$ cat src/design/cmac_ctl_params.svh
/*
 * sizes for the 100G MAC control and statistics block
 * statistic input widths follow the MAC hard core ports and must not be changed alone
 */
`ifndef CMAC_CTL_PARAMS_SVH
`define CMAC_CTL_PARAMS_SVH

`define CMAC_STAT_CNT_W       32 // packet and byte accumulators
`define CMAC_ERR_CNT_W        16 // error event counters

`define CMAC_AXIL_ADDR_W      8
`define CMAC_AXIL_DATA_W      32

// per-cycle increments from the core
`define CMAC_RX_TOTAL_BYTES_W 7
`define CMAC_RX_GOOD_BYTES_W  14
`define CMAC_RX_TOTAL_PKTS_W  3
`define CMAC_TX_TOTAL_BYTES_W 6
`define CMAC_TX_GOOD_BYTES_W  14
`define CMAC_ERR_CODE_W       3

`endif

$ cat src/design/cmac_ctl_pkg.sv
/*
 * types shared by the MAC control blocks and the register port
 * counter structs are laid out in register map order
 */
`include "cmac_ctl_params.svh"

package cmac_ctl_pkg;

    // bring-up sequence, same encoding for rx and tx
    typedef enum logic [3:0] {
        LINK_IDLE         = 4'd0,
        LINK_GT_LOCKED    = 4'd1,
        LINK_WAIT_ALIGNED = 4'd2,
        LINK_PKT_TRANSFER = 4'd3
    } link_state_e;

    // byte addresses of the read-only registers
    typedef enum logic [`CMAC_AXIL_ADDR_W-1:0] {
        REG_STATUS         = 8'h00,
        REG_RX_GOOD_PKTS   = 8'h04,
        REG_RX_TOTAL_PKTS  = 8'h08,
        REG_RX_GOOD_BYTES  = 8'h0C,
        REG_RX_TOTAL_BYTES = 8'h10,
        REG_TX_GOOD_PKTS   = 8'h14,
        REG_TX_TOTAL_PKTS  = 8'h18,
        REG_TX_GOOD_BYTES  = 8'h1C,
        REG_TX_TOTAL_BYTES = 8'h20,
        REG_ERR_ALIGN      = 8'h24,
        REG_ERR_CODE       = 8'h28,
        REG_ERR_FCS        = 8'h2C,
        REG_ERR_PREAMBLE   = 8'h30,
        REG_ERR_SFD        = 8'h34,
        REG_TX_OVF         = 8'h38,
        REG_TX_UNF         = 8'h3C
    } reg_addr_e;

    typedef struct packed {
        logic                              rx_good_pkts;
        logic [`CMAC_RX_TOTAL_PKTS_W-1:0]  rx_total_pkts;
        logic [`CMAC_RX_GOOD_BYTES_W-1:0]  rx_good_bytes;
        logic [`CMAC_RX_TOTAL_BYTES_W-1:0] rx_total_bytes;
        logic                              tx_good_pkts;
        logic                              tx_total_pkts;
        logic [`CMAC_TX_GOOD_BYTES_W-1:0]  tx_good_bytes;
        logic [`CMAC_TX_TOTAL_BYTES_W-1:0] tx_total_bytes;
    } cmac_stat_t;

    typedef struct packed {
        logic                        aligned_err;
        logic [`CMAC_ERR_CODE_W-1:0] bad_code;
        logic [`CMAC_ERR_CODE_W-1:0] bad_fcs;
        logic                        bad_preamble;
        logic                        bad_sfd;
        logic                        tx_ovf;
        logic                        tx_unf;
    } cmac_err_t;

    typedef struct packed {
        logic rx_enable;
        logic tx_enable;
        logic tx_send_lfi;
        logic tx_send_rfi;
    } link_ctl_t;

    typedef struct packed {
        logic [`CMAC_STAT_CNT_W-1:0] rx_good_pkts;
        logic [`CMAC_STAT_CNT_W-1:0] rx_total_pkts;
        logic [`CMAC_STAT_CNT_W-1:0] rx_good_bytes;
        logic [`CMAC_STAT_CNT_W-1:0] rx_total_bytes;
        logic [`CMAC_STAT_CNT_W-1:0] tx_good_pkts;
        logic [`CMAC_STAT_CNT_W-1:0] tx_total_pkts;
        logic [`CMAC_STAT_CNT_W-1:0] tx_good_bytes;
        logic [`CMAC_STAT_CNT_W-1:0] tx_total_bytes;
    } stat_cnt_t;

    typedef struct packed {
        logic [`CMAC_ERR_CNT_W-1:0] align;
        logic [`CMAC_ERR_CNT_W-1:0] code;
        logic [`CMAC_ERR_CNT_W-1:0] fcs;
        logic [`CMAC_ERR_CNT_W-1:0] preamble;
        logic [`CMAC_ERR_CNT_W-1:0] sfd;
        logic [`CMAC_ERR_CNT_W-1:0] tx_ovf;
        logic [`CMAC_ERR_CNT_W-1:0] tx_unf;
    } err_cnt_t;

    typedef struct packed {
        logic [`CMAC_AXIL_ADDR_W-1:0] araddr;
        logic                         arvalid;
    } axil_ar_t;

    typedef struct packed {
        logic [`CMAC_AXIL_DATA_W-1:0] rdata;
        logic [1:0]                   rresp;
        logic                         rvalid;
    } axil_r_t;

endpackage

$ cat src/design/rx_link_fsm.sv
/*
 * receive bring-up for the MAC core
 * stat_rx_aligned must already be synchronous to gt_txusrclk2
 */
`timescale 1ns/10ps

module rx_link_fsm import cmac_ctl_pkg::*; (
    input  logic        gt_txusrclk2,
    input  logic        usr_rx_reset_w,
    input  logic        stat_rx_aligned,
    output logic        aligned_q,
    output logic        rx_enable,
    output link_state_e rx_state
);

    logic reset_done; // one cycle of settling after reset

    always_ff @(posedge gt_txusrclk2) begin
        if (usr_rx_reset_w) begin
            rx_state   <= LINK_IDLE;
            rx_enable  <= 1'b0;
            aligned_q  <= 1'b0;
            reset_done <= 1'b0;
        end else begin
            reset_done <= 1'b1;
            aligned_q  <= stat_rx_aligned;
            case (rx_state)
                LINK_IDLE: begin
                    rx_enable <= 1'b0; // drop enable before relocking
                    if (reset_done) begin
                        rx_state <= LINK_GT_LOCKED;
                    end
                end
                LINK_GT_LOCKED: begin
                    rx_enable <= 1'b1;
                    rx_state  <= LINK_WAIT_ALIGNED;
                end
                LINK_WAIT_ALIGNED: begin
                    if (aligned_q) begin
                        rx_state <= LINK_PKT_TRANSFER;
                    end
                end
                LINK_PKT_TRANSFER: begin
                    // alignment lost so restart the sequence
                    if (!aligned_q) begin
                        rx_state <= LINK_IDLE;
                    end
                end
                default: rx_state <= LINK_IDLE;
            endcase
        end
    end

endmodule

$ cat src/design/tx_link_fsm.sv
/*
 * transmit bring-up for the MAC core
 * sends local and remote fault until the receive side reports alignment
 */
`timescale 1ns/10ps

module tx_link_fsm import cmac_ctl_pkg::*; (
    input  logic        gt_txusrclk2,
    input  logic        usr_rx_reset_w,
    input  logic        aligned_q,
    output logic        tx_enable,
    output logic        tx_send_lfi,
    output logic        tx_send_rfi,
    output link_state_e tx_state
);

    logic reset_done;

    always_ff @(posedge gt_txusrclk2) begin
        if (usr_rx_reset_w) begin
            tx_state    <= LINK_IDLE;
            tx_enable   <= 1'b0;
            tx_send_lfi <= 1'b0;
            tx_send_rfi <= 1'b0;
            reset_done  <= 1'b0;
        end else begin
            reset_done <= 1'b1;
            case (tx_state)
                LINK_IDLE: begin
                    tx_enable   <= 1'b0;
                    tx_send_lfi <= 1'b0;
                    tx_send_rfi <= 1'b0;
                    if (reset_done) begin
                        tx_state <= LINK_GT_LOCKED;
                    end
                end
                LINK_GT_LOCKED: begin
                    // tell the far end we are not ready yet
                    tx_enable   <= 1'b0;
                    tx_send_lfi <= 1'b1;
                    tx_send_rfi <= 1'b1;
                    tx_state    <= LINK_WAIT_ALIGNED;
                end
                LINK_WAIT_ALIGNED: begin
                    if (aligned_q) begin
                        tx_state <= LINK_PKT_TRANSFER;
                    end
                end
                LINK_PKT_TRANSFER: begin
                    tx_enable   <= 1'b1;
                    tx_send_lfi <= 1'b0; // faults off together with enable
                    tx_send_rfi <= 1'b0;
                    if (!aligned_q) begin
                        tx_state <= LINK_IDLE;
                    end
                end
                default: tx_state <= LINK_IDLE;
            endcase
        end
    end

endmodule

$ cat src/design/stat_accumulator.sv
/*
 * running sums of the per-cycle packet and byte statistics
 * accumulators wrap silently and clear only on reset
 */
`timescale 1ns/10ps
`include "cmac_ctl_params.svh"

module stat_accumulator import cmac_ctl_pkg::*; (
    input  logic       gt_txusrclk2,
    input  logic       usr_rx_reset_w,
    input  cmac_stat_t cmac_stat,
    output stat_cnt_t  stat_cnt
);

    stat_cnt_t inc; // increments widened to counter size

    always_comb begin
        inc.rx_good_pkts   = `CMAC_STAT_CNT_W'(cmac_stat.rx_good_pkts);
        inc.rx_total_pkts  = `CMAC_STAT_CNT_W'(cmac_stat.rx_total_pkts);
        inc.rx_good_bytes  = `CMAC_STAT_CNT_W'(cmac_stat.rx_good_bytes);
        inc.rx_total_bytes = `CMAC_STAT_CNT_W'(cmac_stat.rx_total_bytes);
        inc.tx_good_pkts   = `CMAC_STAT_CNT_W'(cmac_stat.tx_good_pkts);
        inc.tx_total_pkts  = `CMAC_STAT_CNT_W'(cmac_stat.tx_total_pkts);
        inc.tx_good_bytes  = `CMAC_STAT_CNT_W'(cmac_stat.tx_good_bytes);
        inc.tx_total_bytes = `CMAC_STAT_CNT_W'(cmac_stat.tx_total_bytes);
    end

    always_ff @(posedge gt_txusrclk2) begin
        if (usr_rx_reset_w) begin
            stat_cnt <= '0;
        end else begin
            // rx side
            stat_cnt.rx_good_pkts   <= stat_cnt.rx_good_pkts + inc.rx_good_pkts;
            stat_cnt.rx_total_pkts  <= stat_cnt.rx_total_pkts + inc.rx_total_pkts;
            stat_cnt.rx_good_bytes  <= stat_cnt.rx_good_bytes + inc.rx_good_bytes;
            stat_cnt.rx_total_bytes <= stat_cnt.rx_total_bytes + inc.rx_total_bytes;
            // tx side
            stat_cnt.tx_good_pkts   <= stat_cnt.tx_good_pkts + inc.tx_good_pkts;
            stat_cnt.tx_total_pkts  <= stat_cnt.tx_total_pkts + inc.tx_total_pkts;
            stat_cnt.tx_good_bytes  <= stat_cnt.tx_good_bytes + inc.tx_good_bytes;
            stat_cnt.tx_total_bytes <= stat_cnt.tx_total_bytes + inc.tx_total_bytes;
        end
    end

endmodule

$ cat src/design/error_counter.sv
/*
 * counts cycles with receive errors and tx FIFO faults
 * a multi-bit flag counts once per cycle however many lanes report it
 */
`timescale 1ns/10ps
`include "cmac_ctl_params.svh"

module error_counter import cmac_ctl_pkg::*; (
    input  logic      gt_txusrclk2,
    input  logic      usr_rx_reset_w,
    input  cmac_err_t cmac_err,
    output err_cnt_t  err_cnt
);

    localparam logic [`CMAC_ERR_CNT_W-1:0] ONE = `CMAC_ERR_CNT_W'(1);

    always_ff @(posedge gt_txusrclk2) begin
        if (usr_rx_reset_w) begin
            err_cnt <= '0;
        end else begin
            if (cmac_err.aligned_err) begin
                err_cnt.align <= err_cnt.align + ONE;
            end
            if (|cmac_err.bad_code) begin
                err_cnt.code <= err_cnt.code + ONE;
            end
            if (|cmac_err.bad_fcs) begin
                err_cnt.fcs <= err_cnt.fcs + ONE;
            end
            if (cmac_err.bad_preamble) begin
                err_cnt.preamble <= err_cnt.preamble + ONE;
            end
            if (cmac_err.bad_sfd) begin
                err_cnt.sfd <= err_cnt.sfd + ONE;
            end
            if (cmac_err.tx_ovf) begin // tx FIFO overflow
                err_cnt.tx_ovf <= err_cnt.tx_ovf + ONE;
            end
            if (cmac_err.tx_unf) begin
                err_cnt.tx_unf <= err_cnt.tx_unf + ONE;
            end
        end
    end

endmodule

$ cat src/design/stat_axil_regs.sv
/*
 * AXI4-Lite read-only view of link state and all counters
 * one read in flight at a time and no write channels
 * unmapped or unaligned addresses return SLVERR with zero data
 */
`timescale 1ns/10ps
`include "cmac_ctl_params.svh"

module stat_axil_regs import cmac_ctl_pkg::*; (
    input  logic        gt_txusrclk2,
    input  logic        usr_rx_reset_w,
    input  axil_ar_t    axil_ar,
    output logic        axil_arready,
    output axil_r_t     axil_r,
    input  logic        axil_rready,
    input  link_ctl_t   link_ctl,
    input  logic        aligned_q,
    input  link_state_e rx_state,
    input  link_state_e tx_state,
    input  stat_cnt_t   stat_cnt,
    input  err_cnt_t    err_cnt
);

    localparam logic [1:0] RESP_OKAY   = 2'b00;
    localparam logic [1:0] RESP_SLVERR = 2'b10;

    logic [`CMAC_AXIL_DATA_W-1:0] rd_data;
    logic [`CMAC_AXIL_DATA_W-1:0] rdata_q;
    logic [1:0]                   rd_resp;
    logic [1:0]                   rresp_q;
    logic                         rvalid_q;
    logic [15:0]                  status;
    logic                         ar_fire;

    assign ar_fire = axil_ar.arvalid & axil_arready;

    // rx_enable lands in bit 0
    assign status = {tx_state, rx_state, 3'b000, aligned_q, link_ctl.tx_send_rfi,
                     link_ctl.tx_send_lfi, link_ctl.tx_enable, link_ctl.rx_enable};

    always_comb begin
        rd_data = '0;
        rd_resp = RESP_OKAY;
        case (reg_addr_e'(axil_ar.araddr))
            REG_STATUS:         rd_data = `CMAC_AXIL_DATA_W'(status);
            REG_RX_GOOD_PKTS:   rd_data = `CMAC_AXIL_DATA_W'(stat_cnt.rx_good_pkts);
            REG_RX_TOTAL_PKTS:  rd_data = `CMAC_AXIL_DATA_W'(stat_cnt.rx_total_pkts);
            REG_RX_GOOD_BYTES:  rd_data = `CMAC_AXIL_DATA_W'(stat_cnt.rx_good_bytes);
            REG_RX_TOTAL_BYTES: rd_data = `CMAC_AXIL_DATA_W'(stat_cnt.rx_total_bytes);
            REG_TX_GOOD_PKTS:   rd_data = `CMAC_AXIL_DATA_W'(stat_cnt.tx_good_pkts);
            REG_TX_TOTAL_PKTS:  rd_data = `CMAC_AXIL_DATA_W'(stat_cnt.tx_total_pkts);
            REG_TX_GOOD_BYTES:  rd_data = `CMAC_AXIL_DATA_W'(stat_cnt.tx_good_bytes);
            REG_TX_TOTAL_BYTES: rd_data = `CMAC_AXIL_DATA_W'(stat_cnt.tx_total_bytes);
            REG_ERR_ALIGN:      rd_data = `CMAC_AXIL_DATA_W'(err_cnt.align);
            REG_ERR_CODE:       rd_data = `CMAC_AXIL_DATA_W'(err_cnt.code);
            REG_ERR_FCS:        rd_data = `CMAC_AXIL_DATA_W'(err_cnt.fcs);
            REG_ERR_PREAMBLE:   rd_data = `CMAC_AXIL_DATA_W'(err_cnt.preamble);
            REG_ERR_SFD:        rd_data = `CMAC_AXIL_DATA_W'(err_cnt.sfd);
            REG_TX_OVF:         rd_data = `CMAC_AXIL_DATA_W'(err_cnt.tx_ovf);
            REG_TX_UNF:         rd_data = `CMAC_AXIL_DATA_W'(err_cnt.tx_unf);
            default:            rd_resp = RESP_SLVERR;
        endcase
    end

    // handshake, arready is the inverse of rvalid once out of reset
    always_ff @(posedge gt_txusrclk2) begin
        if (usr_rx_reset_w) begin
            rvalid_q     <= 1'b0;
            axil_arready <= 1'b0;
        end else if (ar_fire) begin
            rvalid_q     <= 1'b1;
            axil_arready <= 1'b0;
        end else if (rvalid_q && axil_rready) begin
            rvalid_q     <= 1'b0;
            axil_arready <= 1'b1;
        end else begin
            axil_arready <= ~rvalid_q; // stays low under back-pressure
        end
    end

    // data and response captured at the accepting edge
    always_ff @(posedge gt_txusrclk2) begin
        if (ar_fire) begin
            rdata_q <= rd_data;
            rresp_q <= rd_resp;
        end
    end

    assign axil_r = '{rdata: rdata_q, rresp: rresp_q, rvalid: rvalid_q};

endmodule

$ cat src/design/cmac_ctl_top.sv
/*
 * control and monitoring around the 100G MAC hard core
 * the core itself is outside, status comes in and control bits go out
 * everything runs on gt_txusrclk2 with one synchronous reset
 */
`timescale 1ns/10ps

module cmac_ctl_top import cmac_ctl_pkg::*; (
    input  logic       gt_txusrclk2,
    input  logic       usr_rx_reset_w,
    input  logic       stat_rx_aligned,
    input  cmac_stat_t cmac_stat,
    input  cmac_err_t  cmac_err,
    output link_ctl_t  link_ctl,
    input  axil_ar_t   axil_ar,
    output logic       axil_arready,
    output axil_r_t    axil_r,
    input  logic       axil_rready
);

    logic        aligned_q;
    logic        rx_enable;
    logic        tx_enable;
    logic        tx_send_lfi;
    logic        tx_send_rfi;
    link_state_e rx_state;
    link_state_e tx_state;
    stat_cnt_t   stat_cnt;
    err_cnt_t    err_cnt;

    rx_link_fsm u_rx_link_fsm (
        .gt_txusrclk2    (gt_txusrclk2),
        .usr_rx_reset_w  (usr_rx_reset_w),
        .stat_rx_aligned (stat_rx_aligned),
        .aligned_q       (aligned_q),
        .rx_enable       (rx_enable),
        .rx_state        (rx_state)
    );

    tx_link_fsm u_tx_link_fsm (
        .gt_txusrclk2   (gt_txusrclk2),
        .usr_rx_reset_w (usr_rx_reset_w),
        .aligned_q      (aligned_q), // registered copy from the rx side
        .tx_enable      (tx_enable),
        .tx_send_lfi    (tx_send_lfi),
        .tx_send_rfi    (tx_send_rfi),
        .tx_state       (tx_state)
    );

    assign link_ctl = '{rx_enable: rx_enable, tx_enable: tx_enable,
                        tx_send_lfi: tx_send_lfi, tx_send_rfi: tx_send_rfi};

    stat_accumulator u_stat_accumulator (
        .gt_txusrclk2   (gt_txusrclk2),
        .usr_rx_reset_w (usr_rx_reset_w),
        .cmac_stat      (cmac_stat),
        .stat_cnt       (stat_cnt)
    );

    error_counter u_error_counter (
        .gt_txusrclk2   (gt_txusrclk2),
        .usr_rx_reset_w (usr_rx_reset_w),
        .cmac_err       (cmac_err),
        .err_cnt        (err_cnt)
    );

    stat_axil_regs u_stat_axil_regs (
        .gt_txusrclk2   (gt_txusrclk2),
        .usr_rx_reset_w (usr_rx_reset_w),
        .axil_ar        (axil_ar),
        .axil_arready   (axil_arready),
        .axil_r         (axil_r),
        .axil_rready    (axil_rready),
        .link_ctl       (link_ctl),
        .aligned_q      (aligned_q),
        .rx_state       (rx_state),
        .tx_state       (tx_state),
        .stat_cnt       (stat_cnt),
        .err_cnt        (err_cnt)
    );

endmodule

$ cat config.mk
export PLATFORM = sky130hd
export DESIGN_NAME = cmac_ctl_top
export DESIGN_NICKNAME = d
export VERILOG_FILES = /design/src/design/cmac_ctl_pkg.sv /design/src/design/rx_link_fsm.sv /design/src/design/tx_link_fsm.sv /design/src/design/stat_accumulator.sv /design/src/design/error_counter.sv /design/src/design/stat_axil_regs.sv /design/src/design/cmac_ctl_top.sv
export VERILOG_INCLUDE_DIRS = /design/src /design/src/design
export SDC_FILE = /design/constraint.sdc
export NUM_CORES = 1
export LEC_CHECK = 0
export CORE_ASPECT_RATIO = 0.8
export CORE_MARGIN = 3
export CORE_UTILIZATION = 35
export CTS_CLUSTER_SIZE = 8
export DETAILED_ROUTE_END_ITERATION = 10
export DONT_BUFFER_PORTS = 1
export PLACE_DENSITY = 0.45
export RECOVER_POWER = 100
export SLEW_MARGIN = 20
export SYNTH_ARGS = -nofsm -noshare
export SYNTH_HDL_FRONTEND = slang
export SYNTH_SLANG_ARGS = --single-unit
$ cat constraint.sdc
create_clock -name gt_txusrclk2 -period 3.11 [get_ports gt_txusrclk2]
set_clock_uncertainty 0.05 [all_clocks]
set_input_delay 0.1555 -clock gt_txusrclk2 [delete_from_list [all_inputs] [get_ports gt_txusrclk2]]
set_output_delay 0.1555 -clock gt_txusrclk2 [all_outputs]
set_load 0.02 [all_outputs]
=== Word level (Yosys, flattened, before mapping) ===
Index checks and enable logic that the tools add are counted.

* Register bits after elaboration: 417
* Word-level logic and storage cells: 100

* Add/subtract/negate cells: 15
* Equality and inequality tests: 27
* Muxes and demuxes: 14
* Bitwise logic cells: 2
* Reductions and logical operators: 16

{| class="wikitable"
|+ Operators by type and width
! operator !! number
|-
| $pmux W32 S16 || 1
|-
| $add A16 B1 Y16 const B || 7
|-
| $add A32 B1 Y32 || 3
|-
| $add A32 B14 Y32 || 2
|-
| $eq A8 B6 Y1 const B || 8
|-
| $add A32 B3 Y32 || 1
|-
| $add A32 B6 Y32 || 1
|-
| $add A32 B7 Y32 || 1
|-
| $eq A8 B5 Y1 const B || 4
|-
| $pmux W4 S4 || 2
|-
| $eq A4 B2 Y1 const B || 4
|-
| $eq A8 B4 Y1 const B || 2
|-
| $reduce_or A16 Y1 || 1
|-
| $mux W4 || 3
|-
| $eq A4 B1 Y1 const B || 2
|-
| $eq A8 B3 Y1 const B || 1
|-
| $logic_not A4 Y1 || 2
|-
| $logic_not A8 Y1 || 1
|-
| $reduce_bool A2 Y1 || 4
|-
| $ne A2 B1 Y1 const B || 3
|-
| $ne A2 B2 Y1 const B || 3
|-
| $pmux W1 S2 || 3
|-
| $reduce_and A3 Y1 || 2
|-
| $reduce_or A2 Y1 || 3
|-
| other kinds (6) || 10
|}

=== Depth between registers and ports, before layout ===
* Word-level depth: 3
* Mapped depth: 10
* Depth with buffers taken out: 9

=== Hierarchy ===
A second synthesis with hierarchy kept.

* Cell total of the unflattened synthesis: 2,523
* Area total of the unflattened synthesis: 22,233.8 um^2

{| class="wikitable"
|+ By module, submodules not included
! module !! instances !! cells each !! area an instance (um^2) !! seq. area each (um^2)
|-
| stat_accumulator || 1 || 1,452 || 12,383.1 || 5,124.9
|-
| error_counter || 1 || 566 || 4,907.2 || 2,242.2
|-
| stat_axil_regs || 1 || 446 || 4,370.4 || 1,031.0
|-
| rx_link_fsm || 1 || 29 || 276.5 || 100.1
|-
| tx_link_fsm || 1 || 26 || 266.5 || 100.1
|-
| cmac_ctl_top || 1 || 4 || 30.0 || 0.0
|}

=== Worst setup path before layout ===
No wires, ideal clock.

* Kind: flip-flop to flip-flop
* Start point: reg, netlist name u_stat_accumulator.stat_cnt[32]
* End point: reg, netlist name u_stat_accumulator.stat_cnt[54]
* Data arrival time: 2.097 ns
* Data required time: 2.932 ns
* Setup slack: 0.836 ns
* Cell stages (with the launch flop): 9
* Buffers on the path: 0
* Cells stage by stage: dfxtp_1 -> ha_1 -> fa_1 -> a21o_1 -> a221o_1 -> o211ai_2 -> a2111oi_1 -> xnor2_1 -> nor2_1

* Word-level cells in the longest chain between the ends: 1

{| class="wikitable"
|+ RTL lines
! element !! RTL line !! source
|-
| $add A32 B14 Y32 || stat_accumulator.sv:40 || <nowiki>stat_cnt.tx_good_bytes <= stat_cnt.tx_good_bytes + inc.tx_good_bytes;</nowiki>
|}

No other way between the ends.
A chain may end at the register's enable or synchronous reset.

=== Final worst setup path ===
* Start point: in axil_ar[7] in the netlist's numbering
* End point: reg u_stat_axil_regs.rdata_q[1] (data pin)

* Word-level cells in the longest chain between the ends: 2
* Elaborated cells on any way between the ends: 17

{| class="wikitable"
|+ RTL lines
! element !! RTL line !! source
|-
| from (decl) || cmac_ctl_top.sv:15 || <nowiki>input axil_ar_t axil_ar,</nowiki>
|-
| $eq A8 B6 Y1, or another cell as far along || stat_axil_regs.sv:44 || <nowiki>case (reg_addr_e'(axil_ar.araddr))</nowiki>
|-
| $pmux W32 S16 * || stat_axil_regs.sv:44 ||
|-
| via u_stat_axil_regs.rd_data[1] || stat_axil_regs.sv:27 || <nowiki>logic [`CMAC_AXIL_DATA_W-1:0] rd_data;</nowiki>
|-
| to (signal assigned) || stat_axil_regs.sv:84 || <nowiki>rdata_q <= rd_data;</nowiki>
|-
| to (decl) || stat_axil_regs.sv:28 || <nowiki>logic [`CMAC_AXIL_DATA_W-1:0] rdata_q;</nowiki>
|}

Mark *: on every way through the listed nets, which the timed path passes. The rest lies on a longest branch.

==> run metrics <==
reg2reg end u_stat_accumulator.stat_cnt[57]$_SDFF_PP0_; final layout net count 2,886; core area 60,500 um^2; antenna violations before repair 13; ys async rst share 0%; startpoint types input port; pre-CTS setup slack 366 ps; layout cells sized above 1 6.52%; Syn Nets 2,662; post-route setup TNS 0 ps; Rel. slew slack -45.6%; maxcap violations 2; CP startpoint axil_ar[7]; Final setup viols 0; DRC errors left 0; Initial Util 35.9%; register area share after synthesis 39.6%; All-Layer GR Usage 26.1%; FF-to-FF path depth 9; largest net degree at the start of global routing 221; first drt pass iteration count 6; detailed placer's ending HPWL 62,500 um; CP required 3370 ps; Critical Path End u_stat_axil_regs.rdata_q[1]$_DFFE_PP_; CTS tree built; Setup crit end kind flop; crit path kind in -> reg; status finished, violations left; CTS buffer count 57; Worst EP arrival 3320 ps; Post-synth EDFFs 33; global-route wire length before repair 128,000 um; top cells by area, synth dfxtp_1 35%, nor2_1 6.9%, xor2_1 6.1%; crit path time final 3050 ps; register bit total from synthesis 412; crit path max fanout 9; Root Buffer clkbuf_16; Post-DRT Antenna Nets 0; via count 20,470; failing checks max-capacitance violations, max-slew violations; vias per cell 5.71; post-synthesis cell count 2,520; Die X 284 um; Synth top area share 35.0%; Clock Sinks 412; Die Area 65,000 um^2; area leader, netlist dfxtp_1; Mean Syn Cell Area 8.60 um^2; Slew Limit Fails 201; setup bufs post-CTS 0; Worst VDD drop 568 uV; number of global-route vias before repair 19,200; clk slew on worst S/H paths 50 ps; R2R setup slack 110 ps; Mapped Area 21,700 um^2; FP Rows 80; cell area after layout 26,500 um^2; Pleak 9.88 nW; CTS Buffer Depth 3; insertion delay to the later sink of the worst-skew pair 610 ps; FMAX 327 MHz; synth unique cells 85; die boundary height 229 um; Final WS setup 56.5 ps; input/output buffers 0; gr ovfl total 0; # H-tree levels 2; final RePlAce weighted congestion 0.938; worst slew pin tran 2180 ps; Hold WC Path Type in -> reg; yosys warns 0; # IOs 111; fin crit share 98.2%; area grow syn2layout 22.3%; Power Dens Cells 567 nW/um^2; Placed Area 22,600 um^2; Final Hold Fails 0; wire per inst 24.2 um; FF-to-FF Start u_stat_accumulator.stat_cnt[45]$_SDFF_PP0_; main flop type after synthesis dfxtp_1; drt total wl 86,700 um; DRT iter0 DRCs 2,037
==> logic make-up after synthesis <==
kind of cell    synth area share, %
simple gates                   24.1
fa+ha+maj                      4.27
mux                            3.96
buf+inv                        3.28
flops                          39.6
xor+xnor                       11.3
other cells                  0.0173
compound gates                 13.6
==> cells in the final DEF, fill, tap and decap left out, types with 10 or more instances in the layout <==
cell type and instances:
xnor2_1 127, nand3_1 139, xor2_1 152, and4_1 23, o211ai_1 10, or3_1 47, o22ai_1 14, o21ai_0 67
nor2_1 397, nor2b_1 44, o21a_1 11, a222oi_1 12, and2_1 12, mux2i_1 34, clkbuf_1 24, ha_1 65
dfxtp_1 378, buf_4 42, nand4_1 68, dlygate4sd3_1 238, a211oi_1 21, a22oi_1 76, a21oi_1 115, edfxtp_1 33
a221oi_1 25, nor3_1 58, a21o_1 18, nand2_1 169, nor4_1 20, and3_1 42, clkbuf_16 59, mux2_2 32
inv_1 50
==> synthesized netlist by cell type, drive strengths merged, types with 17 or more instances <==
cell,number
nand4,70
clkbuf,90
a211oi,21
a21oi,115
nand2,169
and2,17
a22oi,76
a21o,18
o21ai,72
mux2i,34
xor2,152
and3,42
mux2,38
inv,50
nor2,401
or3,47
nand3,142
xnor2,127
nor3,61
a221oi,25
ha,66
dfxtp,379
nor2b,44
edfxtp,33
buf,35
and4,24
nor4,22
==> final cells by class <==
class,instances,area (um^2)
tap,820,1030
sequential,412,8580
fill,6026,34000
inverter,50,188
clock inverter,2,13.8
clock buffer,75,1540
timing repair buffer,290,2740
antenna,5,12.5
multi-input combinational,1933,12400
==> power breakdown <==
part           total [W]  internal, W  switching [W]
Sequential       0.00620      0.00567       0.000530
Clock            0.00574      0.00337        0.00237
Combinational    0.00310      0.00139        0.00171
==> flip-flops by register name, indices dropped and copies added, names as in the netlist <==
| name | count |
|---|---|
| u_error_counter.err_cnt | 112 |
| u_rx_link_fsm.aligned_q | 1 |
| u_rx_link_fsm.rx_enable | 1 |
| u_rx_link_fsm.rx_state | 2 |
| u_stat_accumulator.stat_cnt | 256 |
| u_stat_axil_regs.axil_arready | 1 |
| u_stat_axil_regs.rdata_q | 32 |
| u_stat_axil_regs.rresp_q | 1 |
| u_stat_axil_regs.rvalid_q | 1 |
| u_tx_link_fsm.reset_done | 1 |
| u_tx_link_fsm.tx_enable | 1 |
| u_tx_link_fsm.tx_send_lfi | 1 |
| u_tx_link_fsm.tx_state | 2 |
==> worst max-delay path: stages <==
cell           delay (ps)
dlygate4sd3_1         550
nor2_1                 40
dlygate4sd3_1         570
clkbuf_1              180
and3_1                330
clkbuf_1              300
a22oi_1               460
o22ai_1               130
or4_1                 610
==> worst min-delay path by stage <==
stage,start,to,depth (start not counted)
2_1_floorplan,stat_rx_aligned,u_rx_link_fsm.aligned_q$_SDFF_PP0_,1
3_3_place_gp,usr_rx_reset_w,u_stat_axil_regs.rvalid_q$_SDFFE_PP0P_,1
3_5_place_dp,usr_rx_reset_w,u_stat_axil_regs.rvalid_q$_SDFFE_PP0P_,1
4_1_cts,cmac_stat[36],u_stat_accumulator.stat_cnt[167]$_SDFF_PP0_,3
5_1_grt,axil_ar[5],u_stat_axil_regs.rdata_q[15]$_DFFE_PP_,4
6_report,cmac_stat[17],u_stat_accumulator.stat_cnt[43]$_SDFF_PP0_,3
==> per-layer routing <==
| layer | wire length [um] | up-vias | GRT usage (%) |
|---|---|---|---|
| met1 | 40800 | 10070 | 38.4 |
| met3 | 8820 | 163 | 7.80 |
| met2 | 34300 | 800 | 36.0 |
| met5 | 113 | - | 0 |
| li1 | - | 9423 | - |
| met4 | 2620 | 14 | 8.26 |
==> through the flow <==
| stage | instances | total power (W) | hold slack [ps] | utilization (%) |
|---|---|---|---|---|
| after global routing | 3583 | 0.0157 | 22.9 | 43.8 |
| after CTS | 3582 | 0.0151 | 2.67 | 43.9 |
| after detailed placement | 3266 | 0.00887 | 210 | 37.4 |
| after floorplan | 2520 | 0.00803 | 234 | - |
| after global placement | 3266 | 0.00883 | 206 | 37.4 |
| final | 3587 | 0.0150 | 42.0 | 43.8 |
==> repair_timing <==
| item | 4_1_cts | 5_1_grt |
|---|---|---|
| hold endpoints to repair | 388 | 0 |
| hold buffers | 239 | 0 |
| resized for setup | 0 | 10 |
| setup endpoints to repair | 0 | 13 |
Power figures use the tool's default switching activity.
